--- config.mk ---
export PLATFORM = sky130hd
export DESIGN_NAME = frame_top
export DESIGN_NICKNAME = d
export VERILOG_FILES = /design/src/frame_pkg.sv /design/src/coeff_fifo.sv /design/src/dram_ifc.sv /design/src/frame_top.sv /design/src/pixel_capture.sv
export SDC_FILE = /design/constraint.sdc
export NUM_CORES = 1
export LEC_CHECK = 0
export BUFFER_PORTS_ARGS = -buffer_cell sky130_fd_sc_hd__buf_4
export CELL_PAD_IN_SITES_DETAIL_PLACEMENT = 0
export CELL_PAD_IN_SITES_GLOBAL_PLACEMENT = 1
export CORE_UTILIZATION = 35
export CTS_CLUSTER_SIZE = 30
export DETAILED_ROUTE_END_ITERATION = 6
export GPL_TIMING_DRIVEN = 0
export PLACE_DENSITY = 0.62
export RECOVER_POWER = 50
export SETUP_SLACK_MARGIN = 0.4
export SLEW_MARGIN = 20
export SYNTH_ARGS = -nofsm -noshare
export SYNTH_HDL_FRONTEND = slang
export SYNTH_HIERARCHICAL = 1
export SYNTH_SLANG_ARGS = --single-unit
--- constraint.sdc ---
create_clock -name dram_clk -period 5.9 [get_ports dram_clk]
set_input_delay 0.59 -clock dram_clk [delete_from_list [all_inputs] [get_ports dram_clk]]
set_output_delay 0.59 -clock dram_clk [all_outputs]
set_load 0.05 [all_outputs]
--- src/frame_pkg.sv ---
package frame_pkg;

  // pixel and dark values are 12-bit DN
  parameter int DN_W = 12;

  // kind field sits at the top of every host message and DRAM beat
  parameter int KIND_W = 2;

  // row counter and row tag in the output message
  parameter int ROW_W = 8;

  // DRAM layout of the coefficient region
  parameter int START_ADDR = 0;
  parameter int ADDR_INC = 8;  // BL8, one burst per step

  typedef enum logic [KIND_W-1:0] {
    KIND_PIXEL_DATA = 2'd0,  // pixel message, or start of pixel phase
    KIND_DARK       = 2'd1,
    KIND_ROW        = 2'd2,
    KIND_PATCH      = 2'd3
  } coeff_kind_e;

  typedef enum logic [2:0] {
    IFC_MSG_WAIT,
    IFC_WR_WAIT,
    IFC_WR1,
    IFC_WR2,
    IFC_READING,
    IFC_THROTTLED,
    IFC_PIXELS,
    IFC_ERROR
  } dramifc_state_e;

  typedef enum logic [2:0] {
    CAP_STANDBY,
    CAP_INTRALINE,
    CAP_INTERLINE,
    CAP_INTERFRAME,
    CAP_ERROR
  } capture_state_e;

endpackage

--- src/coeff_fifo.sv ---
`timescale 1ns/1ps
module coeff_fifo #(
  parameter int DATA_W = 64,
  parameter int FIFO_DEPTH = 16
) (
  input  logic                              dram_clk,
  input  logic                              reset,
  input  logic                              wr_en,
  input  logic [DATA_W-1:0]                 din,
  input  logic                              rd_en,
  output logic [2*frame_pkg::DN_W-1:0]      dout,
  output logic [$clog2(FIFO_DEPTH):0]       level,
  output logic                              empty
);
  localparam int PTR_W = $clog2(FIFO_DEPTH);
  localparam int LVL_W = PTR_W + 1;
  localparam int ENTRY_W = 2 * frame_pkg::DN_W;

  logic [ENTRY_W-1:0] mem [FIFO_DEPTH];
  logic [PTR_W-1:0] wr_ptr, rd_ptr;
  logic [LVL_W-1:0] count;
  logic full;

  assign level = count;
  assign empty = count == '0;
  assign full = count == LVL_W'(FIFO_DEPTH);
  assign dout = mem[rd_ptr];  // show-ahead, popped entry is valid now

  // only dark0/dark1 are kept, the kind and upper bits are dropped
  always_ff @(posedge dram_clk) begin
    if (wr_en) begin
      mem[wr_ptr] <= din[ENTRY_W-1:0];
    end
  end

  always_ff @(posedge dram_clk) begin
    if (reset) begin
      wr_ptr <= '0;
      rd_ptr <= '0;
      count <= '0;
    end else begin
      if (wr_en) begin
        wr_ptr <= (wr_ptr == PTR_W'(FIFO_DEPTH - 1)) ? '0 : wr_ptr + 1'b1;
      end
      if (rd_en) begin
        rd_ptr <= (rd_ptr == PTR_W'(FIFO_DEPTH - 1)) ? '0 : rd_ptr + 1'b1;
      end
      case ({wr_en, rd_en})
        2'b10: count <= count + 1'b1;
        2'b01: count <= count - 1'b1;
        default: count <= count;
      endcase
    end
  end

  // the read throttle upstream must keep us from ever filling up
  no_overflow: assert property (@(posedge dram_clk) disable iff (reset)
    wr_en |-> !full);

  no_underflow: assert property (@(posedge dram_clk) disable iff (reset)
    rd_en |-> !empty);

endmodule

--- src/dram_ifc.sv ---
`timescale 1ns/1ps
module dram_ifc #(
  parameter int MSG_W = 32,
  parameter int DATA_W = 64,
  parameter int ADDR_W = 27,
  parameter int FIFO_DEPTH = 16,
  parameter int FIFO_HIGH = 12
) (
  input  logic                        dram_clk,
  input  logic                        reset,
  input  logic                        app_rdy,
  output logic                        app_en,
  output logic [2:0]                  app_cmd,
  output logic [ADDR_W-1:0]           app_addr,
  input  logic                        app_wdf_rdy,
  output logic                        app_wdf_wren,
  output logic                        app_wdf_end,
  output logic [DATA_W-1:0]           app_wdf_data,
  input  logic                        app_rd_data_valid,
  input  logic [DATA_W-1:0]           app_rd_data,
  input  logic                        pc_msg_pending,
  input  logic [MSG_W-1:0]            pc_msg,
  output logic                        pc_msg_ack,
  input  logic [$clog2(FIFO_DEPTH):0] fifo_level,
  input  logic                        frame_done,
  output logic                        fifo_wr_en,
  output logic [DATA_W-1:0]           fifo_din,
  output logic                        dn_valid,
  output logic [MSG_W-1:0]            dn_word,
  output logic                        ifc_error
);
  localparam int LVL_W = $clog2(FIFO_DEPTH) + 1;
  localparam int PEND_W = LVL_W + 1;
  localparam logic [ADDR_W-1:0] ADDR_BASE = ADDR_W'(frame_pkg::START_ADDR);
  localparam logic [ADDR_W-1:0] ADDR_STEP = ADDR_W'(frame_pkg::ADDR_INC);

  frame_pkg::dramifc_state_e state;
  frame_pkg::coeff_kind_e msg_kind;
  frame_pkg::coeff_kind_e beat_kind;

  logic [2*DATA_W-1:0] burst;  // four messages, first one at the top
  logic [1:0] msg_cnt;
  logic [ADDR_W-1:0] end_addr;
  logic [ADDR_W-1:0] addr_next;
  logic [LVL_W-1:0] outstanding;  // read beats not yet returned
  logic [PEND_W-1:0] pend;
  logic [PEND_W-1:0] pend_next;
  logic rd_mode;
  logic rd_phase;
  logic take;
  logic wr_acc;
  logic rd_acc;
  logic more;
  logic room;

  assign msg_kind = frame_pkg::coeff_kind_e'(pc_msg[MSG_W-1 -: frame_pkg::KIND_W]);
  assign beat_kind = frame_pkg::coeff_kind_e'(app_rd_data[DATA_W-1 -: frame_pkg::KIND_W]);

  assign rd_phase = (state == frame_pkg::IFC_READING) ||
                    (state == frame_pkg::IFC_THROTTLED) ||
                    (state == frame_pkg::IFC_PIXELS);

  // never take in the ack cycle, the host still shows the old message
  assign take = pc_msg_pending && !pc_msg_ack &&
                (rd_phase || state == frame_pkg::IFC_MSG_WAIT);

  assign app_cmd = {2'b00, rd_mode};  // 0 write, 1 read
  assign wr_acc = app_en && app_rdy && app_wdf_rdy && !rd_mode;
  assign rd_acc = app_en && app_rdy && rd_mode;
  assign addr_next = rd_acc ? app_addr + ADDR_STEP : app_addr;
  assign more = addr_next != end_addr;

  // worst case of fifo plus in-flight beats one cycle ahead, so a read
  // issued on the next app_en still lands at or below the high mark
  assign pend = PEND_W'(fifo_level) + PEND_W'(outstanding);
  assign pend_next = pend + (rd_acc ? PEND_W'(2) : PEND_W'(0));
  assign room = (pend_next + PEND_W'(2)) <= PEND_W'(FIFO_HIGH);

  assign fifo_wr_en = app_rd_data_valid && beat_kind == frame_pkg::KIND_DARK;
  assign fifo_din = app_rd_data;
  assign ifc_error = state == frame_pkg::IFC_ERROR;

  always_ff @(posedge dram_clk) begin
    if (reset) begin
      outstanding <= '0;
    end else begin
      outstanding <= outstanding + (rd_acc ? LVL_W'(2) : LVL_W'(0))
                     - LVL_W'(app_rd_data_valid);
    end
  end

  always_ff @(posedge dram_clk) begin
    if (take) begin
      dn_word <= pc_msg;
    end
    if (take && state == frame_pkg::IFC_MSG_WAIT &&
        msg_kind != frame_pkg::KIND_PIXEL_DATA) begin
      burst[(2'd3 - msg_cnt) * MSG_W +: MSG_W] <= pc_msg;
    end
    if (state == frame_pkg::IFC_WR_WAIT && wr_acc) begin
      app_wdf_data <= burst[DATA_W +: DATA_W];  // messages 1 and 2
    end else if (state == frame_pkg::IFC_WR1 && app_wdf_rdy) begin
      app_wdf_data <= burst[0 +: DATA_W];
    end
  end

  always_ff @(posedge dram_clk) begin
    if (reset) begin
      state <= frame_pkg::IFC_MSG_WAIT;
      app_en <= 1'b0;
      rd_mode <= 1'b0;
      app_addr <= ADDR_BASE;
      end_addr <= ADDR_BASE;
      msg_cnt <= '0;
      app_wdf_wren <= 1'b0;
      app_wdf_end <= 1'b1;
      pc_msg_ack <= 1'b0;
      dn_valid <= 1'b0;
    end else begin
      pc_msg_ack <= take;
      dn_valid <= take && rd_phase && msg_kind == frame_pkg::KIND_PIXEL_DATA;

      case (state)
        frame_pkg::IFC_MSG_WAIT: begin
          if (take) begin
            if (msg_kind == frame_pkg::KIND_PIXEL_DATA) begin
              rd_mode <= 1'b1;  // start message, nothing left to write
              app_addr <= ADDR_BASE;
              state <= frame_pkg::IFC_THROTTLED;
            end else begin
              msg_cnt <= msg_cnt + 1'b1;
              if (msg_cnt == 2'd3) begin
                app_addr <= end_addr;
                app_en <= 1'b1;
                state <= frame_pkg::IFC_WR_WAIT;
              end
            end
          end
        end

        frame_pkg::IFC_WR_WAIT: begin
          if (wr_acc) begin
            app_en <= 1'b0;
            end_addr <= end_addr + ADDR_STEP;
            app_wdf_wren <= 1'b1;
            app_wdf_end <= 1'b0;
            state <= frame_pkg::IFC_WR1;
          end
        end

        frame_pkg::IFC_WR1: begin
          if (app_wdf_rdy) begin
            app_wdf_end <= 1'b1;
            state <= frame_pkg::IFC_WR2;
          end
        end

        frame_pkg::IFC_WR2: begin
          app_wdf_wren <= 1'b0;
          state <= app_wdf_rdy ? frame_pkg::IFC_MSG_WAIT : frame_pkg::IFC_ERROR;
        end

        frame_pkg::IFC_ERROR: begin
          app_en <= 1'b0;  // final state
        end

        default: begin
          // read phase, pixels flow alongside the coefficient reads
          if (take && msg_kind != frame_pkg::KIND_PIXEL_DATA) begin
            app_en <= 1'b0;
            state <= frame_pkg::IFC_ERROR;
          end else if (frame_done) begin
            app_en <= 1'b0;
            app_addr <= ADDR_BASE;  // re-read for the next frame
            state <= frame_pkg::IFC_THROTTLED;
          end else if (state == frame_pkg::IFC_READING) begin
            app_addr <= addr_next;
            app_en <= more && room;
            if (!more) begin
              state <= frame_pkg::IFC_PIXELS;
            end else if (!room) begin
              state <= frame_pkg::IFC_THROTTLED;
            end
          end else if (state == frame_pkg::IFC_THROTTLED) begin
            if (!more) begin
              state <= frame_pkg::IFC_PIXELS;
            end else if (room) begin
              app_en <= 1'b1;
              state <= frame_pkg::IFC_READING;
            end
          end
        end
      endcase
    end
  end

  ack_single: assert property (@(posedge dram_clk) disable iff (reset)
    pc_msg_ack |=> !pc_msg_ack);

  // a burst always closes on its last beat
  end_on_drop: assert property (@(posedge dram_clk) disable iff (reset)
    $fell(app_wdf_wren) |-> app_wdf_end);

endmodule

--- src/frame_top.sv ---
`timescale 1ns/1ps
module frame_top #(
  parameter int MSG_W = 32,
  parameter int DATA_W = 64,
  parameter int ADDR_W = 27,
  parameter int FIFO_DEPTH = 16,
  parameter int FIFO_HIGH = 12
) (
  input  logic               reset,
  input  logic               dram_clk,
  input  logic               app_rdy,
  input  logic               app_wdf_rdy,
  input  logic               app_rd_data_valid,
  input  logic [DATA_W-1:0]  app_rd_data,
  output logic               app_en,
  output logic               app_wdf_wren,
  output logic               app_wdf_end,
  output logic [2:0]         app_cmd,
  output logic [ADDR_W-1:0]  app_addr,
  output logic [DATA_W-1:0]  app_wdf_data,
  input  logic               pc_msg_pending,
  input  logic [MSG_W-1:0]   pc_msg,
  output logic               pc_msg_ack,
  output logic               fpga_msg_valid,
  output logic [MSG_W-1:0]   fpga_msg,
  output logic               error
);
  logic fifo_wr_en;
  logic fifo_rd_en;
  logic fifo_empty;
  logic [DATA_W-1:0] fifo_din;
  logic [2*frame_pkg::DN_W-1:0] fifo_dout;
  logic [$clog2(FIFO_DEPTH):0] fifo_level;
  logic frame_done;
  logic dn_valid;
  logic [MSG_W-1:0] dn_word;
  logic ifc_error;
  logic cap_error;

  dram_ifc #(
    .MSG_W(MSG_W),
    .DATA_W(DATA_W),
    .ADDR_W(ADDR_W),
    .FIFO_DEPTH(FIFO_DEPTH),
    .FIFO_HIGH(FIFO_HIGH)
  ) i_dram_ifc (
    .dram_clk(dram_clk),
    .reset(reset),
    .app_rdy(app_rdy),
    .app_en(app_en),
    .app_cmd(app_cmd),
    .app_addr(app_addr),
    .app_wdf_rdy(app_wdf_rdy),
    .app_wdf_wren(app_wdf_wren),
    .app_wdf_end(app_wdf_end),
    .app_wdf_data(app_wdf_data),
    .app_rd_data_valid(app_rd_data_valid),
    .app_rd_data(app_rd_data),
    .pc_msg_pending(pc_msg_pending),
    .pc_msg(pc_msg),
    .pc_msg_ack(pc_msg_ack),
    .fifo_level(fifo_level),
    .frame_done(frame_done),
    .fifo_wr_en(fifo_wr_en),
    .fifo_din(fifo_din),
    .dn_valid(dn_valid),
    .dn_word(dn_word),
    .ifc_error(ifc_error)
  );

  coeff_fifo #(
    .DATA_W(DATA_W),
    .FIFO_DEPTH(FIFO_DEPTH)
  ) i_coeff_fifo (
    .dram_clk(dram_clk),
    .reset(reset),
    .wr_en(fifo_wr_en),
    .din(fifo_din),
    .rd_en(fifo_rd_en),
    .dout(fifo_dout),
    .level(fifo_level),
    .empty(fifo_empty)
  );

  pixel_capture #(
    .MSG_W(MSG_W)
  ) i_pixel_capture (
    .dram_clk(dram_clk),
    .reset(reset),
    .dn_valid(dn_valid),
    .dn_word(dn_word),
    .fifo_dout(fifo_dout),
    .fifo_empty(fifo_empty),
    .fifo_rd_en(fifo_rd_en),
    .frame_done(frame_done),
    .fpga_msg_valid(fpga_msg_valid),
    .fpga_msg(fpga_msg),
    .cap_error(cap_error)
  );

  always_ff @(posedge dram_clk) begin
    if (reset) begin
      error <= 1'b0;
    end else if (ifc_error || cap_error) begin
      error <= 1'b1;  // sticky until reset
    end
  end

endmodule

--- src/pixel_capture.sv ---
`timescale 1ns/1ps
module pixel_capture #(
  parameter int MSG_W = 32
) (
  input  logic                          dram_clk,
  input  logic                          reset,
  input  logic                          dn_valid,
  input  logic [MSG_W-1:0]              dn_word,
  input  logic [2*frame_pkg::DN_W-1:0]  fifo_dout,
  input  logic                          fifo_empty,
  output logic                          fifo_rd_en,
  output logic                          frame_done,
  output logic                          fpga_msg_valid,
  output logic [MSG_W-1:0]              fpga_msg,
  output logic                          cap_error
);
  localparam int DN_W = frame_pkg::DN_W;
  localparam int ROW_W = frame_pkg::ROW_W;

  frame_pkg::capture_state_e state;

  logic [DN_W-1:0] dn0;
  logic [DN_W-1:0] dn1;
  logic [DN_W-1:0] dark0;
  logic [DN_W-1:0] dark1;
  logic fval;
  logic lval;
  logic [ROW_W-1:0] row;
  logic [ROW_W-1:0] row_now;
  logic take_px;

  // subtract stage, one extra bit holds the borrow
  logic s1_valid;
  logic [ROW_W-1:0] s1_row;
  logic [DN_W:0] s1_diff0;
  logic [DN_W:0] s1_diff1;

  assign {dn0, fval, lval, dn1} = dn_word[2*DN_W+1:0];
  assign {dark0, dark1} = fifo_dout;

  // first line of a new frame is row 0 before the counter clears
  assign row_now = (state == frame_pkg::CAP_INTERFRAME) ? '0 : row;

  assign take_px = dn_valid && lval && !fifo_empty &&
                   state != frame_pkg::CAP_ERROR;
  assign fifo_rd_en = take_px;  // one dark pair per pixel pair
  assign cap_error = state == frame_pkg::CAP_ERROR;

  always_ff @(posedge dram_clk) begin
    if (reset) begin
      state <= frame_pkg::CAP_STANDBY;
      row <= '0;
      frame_done <= 1'b0;
    end else begin
      frame_done <= 1'b0;
      if (dn_valid && state != frame_pkg::CAP_ERROR) begin
        if (lval && fifo_empty) begin
          state <= frame_pkg::CAP_ERROR;  // coefficients did not arrive in time
        end else begin
          case (state)
            frame_pkg::CAP_STANDBY: begin
              if (fval) begin
                state <= frame_pkg::CAP_INTRALINE;
              end
            end
            frame_pkg::CAP_INTRALINE: begin
              if (!lval && fval) begin
                row <= row + 1'b1;
                state <= frame_pkg::CAP_INTERLINE;
              end else if (!lval) begin
                frame_done <= 1'b1;
                state <= frame_pkg::CAP_INTERFRAME;
              end
            end
            frame_pkg::CAP_INTERLINE: begin
              if (lval) begin
                state <= frame_pkg::CAP_INTRALINE;
              end else if (!fval) begin
                frame_done <= 1'b1;
                state <= frame_pkg::CAP_INTERFRAME;
              end
            end
            frame_pkg::CAP_INTERFRAME: begin
              if (lval) begin
                row <= '0;
                state <= frame_pkg::CAP_INTRALINE;
              end
            end
            default: state <= frame_pkg::CAP_ERROR;
          endcase
        end
      end
    end
  end

  always_ff @(posedge dram_clk) begin
    if (reset) begin
      s1_valid <= 1'b0;
      fpga_msg_valid <= 1'b0;
    end else begin
      s1_valid <= take_px;
      fpga_msg_valid <= s1_valid;
    end
  end

  always_ff @(posedge dram_clk) begin
    if (take_px) begin
      s1_row <= row_now;
      s1_diff0 <= {1'b0, dn0} - {1'b0, dark0};
      s1_diff1 <= {1'b0, dn1} - {1'b0, dark1};
    end
    if (s1_valid) begin
      // negative results clamp to zero
      fpga_msg <= MSG_W'({s1_row,
                          s1_diff0[DN_W] ? {DN_W{1'b0}} : s1_diff0[DN_W-1:0],
                          s1_diff1[DN_W] ? {DN_W{1'b0}} : s1_diff1[DN_W-1:0]});
    end
  end

endmodule

==> flow_summary_export.csv, run 1 <==
group,metric,value,unit
run_status,status,"complete, but fails checks",
run_status,violations,"capacitance limit, slew limit",
cells_and_area,fill_cells,8520,
worst_setup_path,setup.worst_path.end_class,"register",
synthesis,synth.avg_cell_area,14.9,sq um
timing,worst_slew_pin_slew,1620,ps
placed_design,gp_congestion,0.870,
route,drcViolationCount,0,
cells_and_area,areaGrowthSynthToFinish,16.5,%
pwr,power.share.sequential,49.5,%
route,wl,83400,um
die,fp.dieW,308,um
cells_and_area,n_antenna_cell,0,
die,rows,111,
timing,finalCritPeriodShare,72.0,%
pwr,p_comb_share,8.1,%
route,dr.pass1.iters,5,
route,drt_iter0_markers,1265,
placed_design,dpl_cell_area,36200,sq um
timing,maxSlewViolCount,76,
grt,grt_overflow_total,0,
cells_and_area,fin_nets,2640,
route,viasPerCell,5.06,
worst_setup_path,rrSetupSlack,1650,ps
die,die-area,94700,sq um
timing,hold_violations,0,
pwr,clock_power_share,42.4,%
timing,tns,0,ps
pwr,p_leak,12.8,nW
timing,setup_viol,0,
cells_and_area,final_cell_area,38100,sq um
timing,relSlewSlack,-7.84,%
pwr,vdd_drop_max,0.202,mV
grt,antenna_found_initial,3,
cts,clock-sinks,764,
pwr,switchingPower,0.00294,W
worst_setup_path,crit_type,"register to register",
cts,numCtsBuffers,86,
grt,grt_usage,17.6,%
pwr,p_sw_share,23.9,%
die,fp.dieH,308,um
route,antenna_left,0,
placed_design,place_hpwl,58400,um
run,maxCapViolCount,4,
cts,cts-hold-fix-buffers,0,
route,avgRoutedWirePerCell,22.0,um
die,initial_core_util,35.5,%
die,io_pins,234,
timing,finClkSkew,52.7,ps
grt,grt_pass1_wl,125000,um
cts,insertion_delay,650,ps
synthesis,syn_inst,2191,
cts,htreeDepth,3,
cells_and_area,mostFrequentLayoutCell,"edfxtp_1",
cells_and_area,drive_gt1_share,15.5,%
cts,cts-root-buf,"clkbuf_16",
grt,grt_max_degree,29,
worst_setup_path,crit_arrival,4650,ps
placed_design,dp_slack,1600,ps
cts,clock_path_buffers,3,
cells_and_area,layout_common_cells,"edfxtp_1, clkbuf_1, and2_1, nor2_1, nand2_1",
grt,grt_pass1_vias,19595,
placed_design,io_buffer_count,166,
pwr,powerDensity,322,nW/um^2
worst_setup_path,cp.required,6300,ps
cts,clkTransAtPathRegs,60,ps
pwr,internal_power,0.00935,W
worst_setup_path,critical_path_peak_fanout,10,
cts,postCtsSetupRepairBufs,0,
timing,period_minus_slack,4250,ps
min_path,min_path_type,"input pin to register",
synthesis,syn_area,32700,sq um
cells_and_area,final_util,41.4,%
timing,max_freq,235,MHz
timing,fin_ws,1650,ps
die,design.core.area,92100,sq um
timing,rsz0062_at_grt,"false",
cts,cts_resized,0,
worst_setup_path,cp-start-kind,"register",
synthesis,yosysWarnings,6,
cts,cts_tree,"done",
route,routed-via-count,19179,
-- flip-flops by register name (all words and copies together), names as in the netlist, 2 cells and up, named ones only --
signal	flops
i_pixel_capture/fpga_msg	32
i_coeff_fifo/rd_ptr	4
i_dram_ifc/msg_cnt	2
i_dram_ifc/state	3
i_dram_ifc/app_wdf_data	64
i_coeff_fifo/level	5
i_pixel_capture/state	3
i_pixel_capture/s1_diff1	13
i_pixel_capture/s1_diff0	13
i_dram_ifc/dn_word	26
i_coeff_fifo/mem	384
i_dram_ifc/burst	128
i_dram_ifc/app_addr	24
i_dram_ifc/end_addr	24
i_pixel_capture/row	8
i_pixel_capture/s1_row	8
i_coeff_fifo/wr_ptr	4
i_dram_ifc/outstanding	5
-- final cells by class --
class                      instances  area, sq um  area share (%)
tap                             1243         1560            4.08
clock inverter                    53          505            1.33
multi-input combinational       1224         9840            25.8
sequential                       764        22000            57.6
inverter                          64          240           0.630
clock buffer                     106         2290            6.00
timing repair buffer             196         1090            2.86
buffer                           143          632            1.66
-- layer usage --
metal	global-route usage (%)	vias to the layer above	share of wire (%)
met1	23.7	9764	45
met3	3.00	105	5.0
met2	29.4	473	48
met4	4.27	4	1.7
li1	-	8833	-
met5	0	-	0.036
-- stage by stage --
| step | std cells | hold slack, ps | power [W] |
|---|---|---|---|
| 2_1_floorplan | 2195 | 400 | 0.00685 |
| 3_3_place_gp | 3604 | 405 | 0.00720 |
| 3_5_place_dp | 3634 | 409 | 0.00724 |
| 4_1_cts | 3793 | 96.7 | 0.0125 |
| 5_1_grt | 3793 | 218 | 0.0127 |
| 6_report | 3793 | 217 | 0.0123 |
-- critical path: stages (launching register included) --
cell      delay, ps
dfxtp_1         310
clkbuf_1        430
buf_2           420
buf_2           380
mux4_2          350
a22oi_1         160
nand2_1         210
ha_1            300
fa_1            420
nand2b_1        190
a21oi_1         260
nor3_1          140
or2_1           280
xnor2_1         150
-- path summary, 6_finish.rpt --
| kind | start | end | depth (start not counted) |
|---|---|---|---|
| max | register | i_pixel_capture/s1_diff0[8] | 13 |
| min | pc_msg[20] | i_dram_ifc/dn_word[20] | 1 |
| max reg2reg | register | i_pixel_capture/s1_diff0[8] | 13 |
| min reg2reg | i_pixel_capture/s1_row[7] | i_pixel_capture/fpga_msg[31] | 0 |
-- power groups by stage --
stage | sequential, W | clock (W) | combinational [W]
global route | 0.00609 | 0.00554 | 0.00110
detailed placement | 0.00619 | 0 | 0.00104
floorplan | 0.00624 | 0 | 0.000605
finish | 0.00608 | 0.00520 | 0.000999
CTS | 0.00608 | 0.00535 | 0.00105
global placement | 0.00620 | 0 | 0.00101
(Power assumes the default switching activity.)
==> run 2, diff against run 1 <==
clock period = 4.3 ns   (was 5.9 ns; I/O delays follow)
==> run 2 against run 1 <==
The flow still finishes with violations (capacitance limit, slew limit). Sequential power increased by 37%. Sequential share of layout area is 0.53 points lower. Combinational power grew 40%. Global-route usage fell by 0.13 points. Critical endpoint is now i_coeff_fifo/level[4]. Largest cell class unchanged.
==> flow_summary_export.csv, run 2 (synthesized netlist as in run 1, its figures left out) <==
group,metric,value,unit
run_status,status,"complete, but fails checks",
run_status,violations,"capacitance limit, slew limit",
route,routed-via-count,19314,
timing,relSlewSlack,-19.7,%
worst_setup_path,cp-start-kind,"register",
worst_setup_path,crit_arrival,4370,ps
grt,antenna_found_initial,3,
cts,clock-sinks,764,
route,drcViolationCount,0,
cts,htreeDepth,3,
route,drt_iter0_markers,1267,
cells_and_area,drive_gt1_share,15.9,%
cells_and_area,areaGrowthSynthToFinish,17.6,%
min_path,hold_depth,2,
pwr,vdd_drop_max,0.271,mV
grt,grt_usage,17.5,%
placed_design,place_hpwl,57600,um
grt,grt_pass1_wl,124000,um
timing,finClkSkew,50.7,ps
route,antenna_left,0,
worst_setup_path,reg2reg_depth,13,
cells_and_area,regMostFlops,"i_coeff_fifo/mem",
run,maxCapViolCount,7,
die,design.core.area,92100,sq um
cts,cts_tree,"done",
timing,worst_slew_pin_slew,1800,ps
cts,clock_path_buffers,3,
timing,rsz0062_at_grt,"true",
cells_and_area,fin_nets,2656,
worst_setup_path,setup.worst_path.end_class,"register",
worst_setup_path,critical_path_peak_fanout,11,
die,rows,111,
timing,fin_ws,516,ps
min_path,hold_end,"i_dram_ifc/burst[123]",
worst_setup_path,crit_type,"register to register",
route,avgRoutedWirePerCell,21.8,um
placed_design,dpl_cell_area,36200,sq um
timing,setup_viol,0,
cells_and_area,multi_input_area,9860,sq um
cells_and_area,fill_cells,8491,
cells_and_area,largest_reg_flops,384,
route,wl,83000,um
worst_setup_path,timing.rr.end,"i_coeff_fifo/level[4]",
worst_setup_path,rrSetupSlack,520,ps
cts,clkTransAtPathRegs,60,ps
die,io_pins,234,
cells_and_area,top_regs,"i_coeff_fifo/mem: 384 flops, i_dram_ifc/burst: 128 flops, i_dram_ifc/app_wdf_data: 64 flops",
timing,fin_hold_ws,93.7,ps
placed_design,dp_slack,108,ps
cts,numCtsBuffers,83,
cells_and_area,final_util,41.8,%
pwr,p_leak,12.9,nW
route,dr.pass1.iters,5,
cts,cts-root-buf,"clkbuf_16",
timing,finalCritPeriodShare,88.0,%
timing,hold_violations,0,
worst_setup_path,r2r_start,"i_coeff_fifo/level[1]",
cells_and_area,seq_area,22000,sq um
cts,insertion_delay,660,ps
die,die-area,94700,sq um
timing,maxSlewViolCount,156,
min_path,min-delay-start,"pc_msg[27]",
cts,postCtsSetupRepairBufs,0,
route,viasPerCell,5.08,
timing,tns,0,ps
worst_setup_path,cp.required,4880,ps
timing,max_freq,264,MHz
pwr,powerDensity,443,nW/um^2
placed_design,gp_congestion,0.858,
grt,grt_overflow_total,0,
die,fp.dieH,308,um
timing,period_minus_slack,3780,ps
die,initial_core_util,35.5,%
cells_and_area,final_cell_area,38500,sq um
cells_and_area,n_antenna_cell,0,
cells_and_area,layout_common_cells,"edfxtp_1, clkbuf_1, and2_1, nor2_1, nand2_1",
min_path,min_path_type,"input pin to register",
grt,grt_pass1_vias,19373,
placed_design,io_buffer_count,166,
cells_and_area,mostFrequentLayoutCell,"edfxtp_1",
die,fp.dieW,308,um
grt,grt_max_degree,29,
==> run 2: cell count changes in the layout (fill, tap and decap cells not counted), moves of 6 or more <==
cell           before  now
clkbuf_2            3    9
clkinv_1           20   14
clkbuf_1          285  273
bufinv_16           5   11
dlygate4sd3_1       0   21
==> run 2: worst max-delay path by stage <==
stage | start | end | slack [ps] | cells after the start
after global routing | i_coeff_fifo/level[1] | i_coeff_fifo/level[4] | 260 | 13
after CTS | register | i_pixel_capture/s1_diff0[8] | 440 | 13
after global placement | i_dram_ifc/state[0] | i_dram_ifc/app_en | -1130 | 10
final | i_coeff_fifo/level[1] | i_coeff_fifo/level[4] | 520 | 13
after floorplan | i_dram_ifc/state[0] | i_dram_ifc/app_en | 750 | 10
after detailed placement | register | i_pixel_capture/s1_diff0[8] | 110 | 13
==> run 2: layer usage <==
layer	share of wire [%]	track usage, %
met5	0.042	0
met4	1.7	4.37
met3	5.1	2.77
met2	48	28.6
met1	45	24.1
==> run 2: report_power, final <==
| part | internal, W | leakage [nW] | switching [W] | total (W) |
|---|---|---|---|---|
| sequential | 0.00826 | 6.90 | 0.0000854 | 0.00835 |
| combinational | 0.000461 | 4.63 | 0.000943 | 0.00140 |
| clock | 0.00432 | 1.38 | 0.00299 | 0.00732 |
==> run 2: layout make-up <==
type / count / share of cell area, %
tap: 1243 / 4.04
inverter: 64 / 0.624
clock buffer: 98 / 5.67
timing repair buffer: 215 / 3.50
clock inverter: 53 / 1.70
multi-input combinational: 1224 / 25.6
sequential: 764 / 57.1
buffer: 143 / 1.72
==> run 2: critical path, stage by stage, from the launching register on <==
cell,delay (ps)
dfxtp_1,380
or4_1,540
nor2_1,590
nor3_4,220
buf_8,220
buf_6,150
ha_1,200
clkbuf_1,200
xor2_1,170
ha_1,180
o21ai_0,70
or3_1,360
a2111o_1,380
nand4_1,70
==> run 2: metrics by stage <==
stage / power [W] / std cells
4_1_cts: 0.0173 / 3804
2_1_floorplan: 0.00940 / 2195
6_report: 0.0171 / 3804
3_5_place_dp: 0.00993 / 3632
3_3_place_gp: 0.00988 / 3604
5_1_grt: 0.0177 / 3804
==> run 2: repair_timing <==
| action | in CTS | in global routing |
|---|---|---|
| resized for setup | 6 | 12 |
| endpoints found under the setup margin | 7 | 8 |
| hold buffers | 21 | 0 |
| hold endpoints to repair | 21 | 0 |
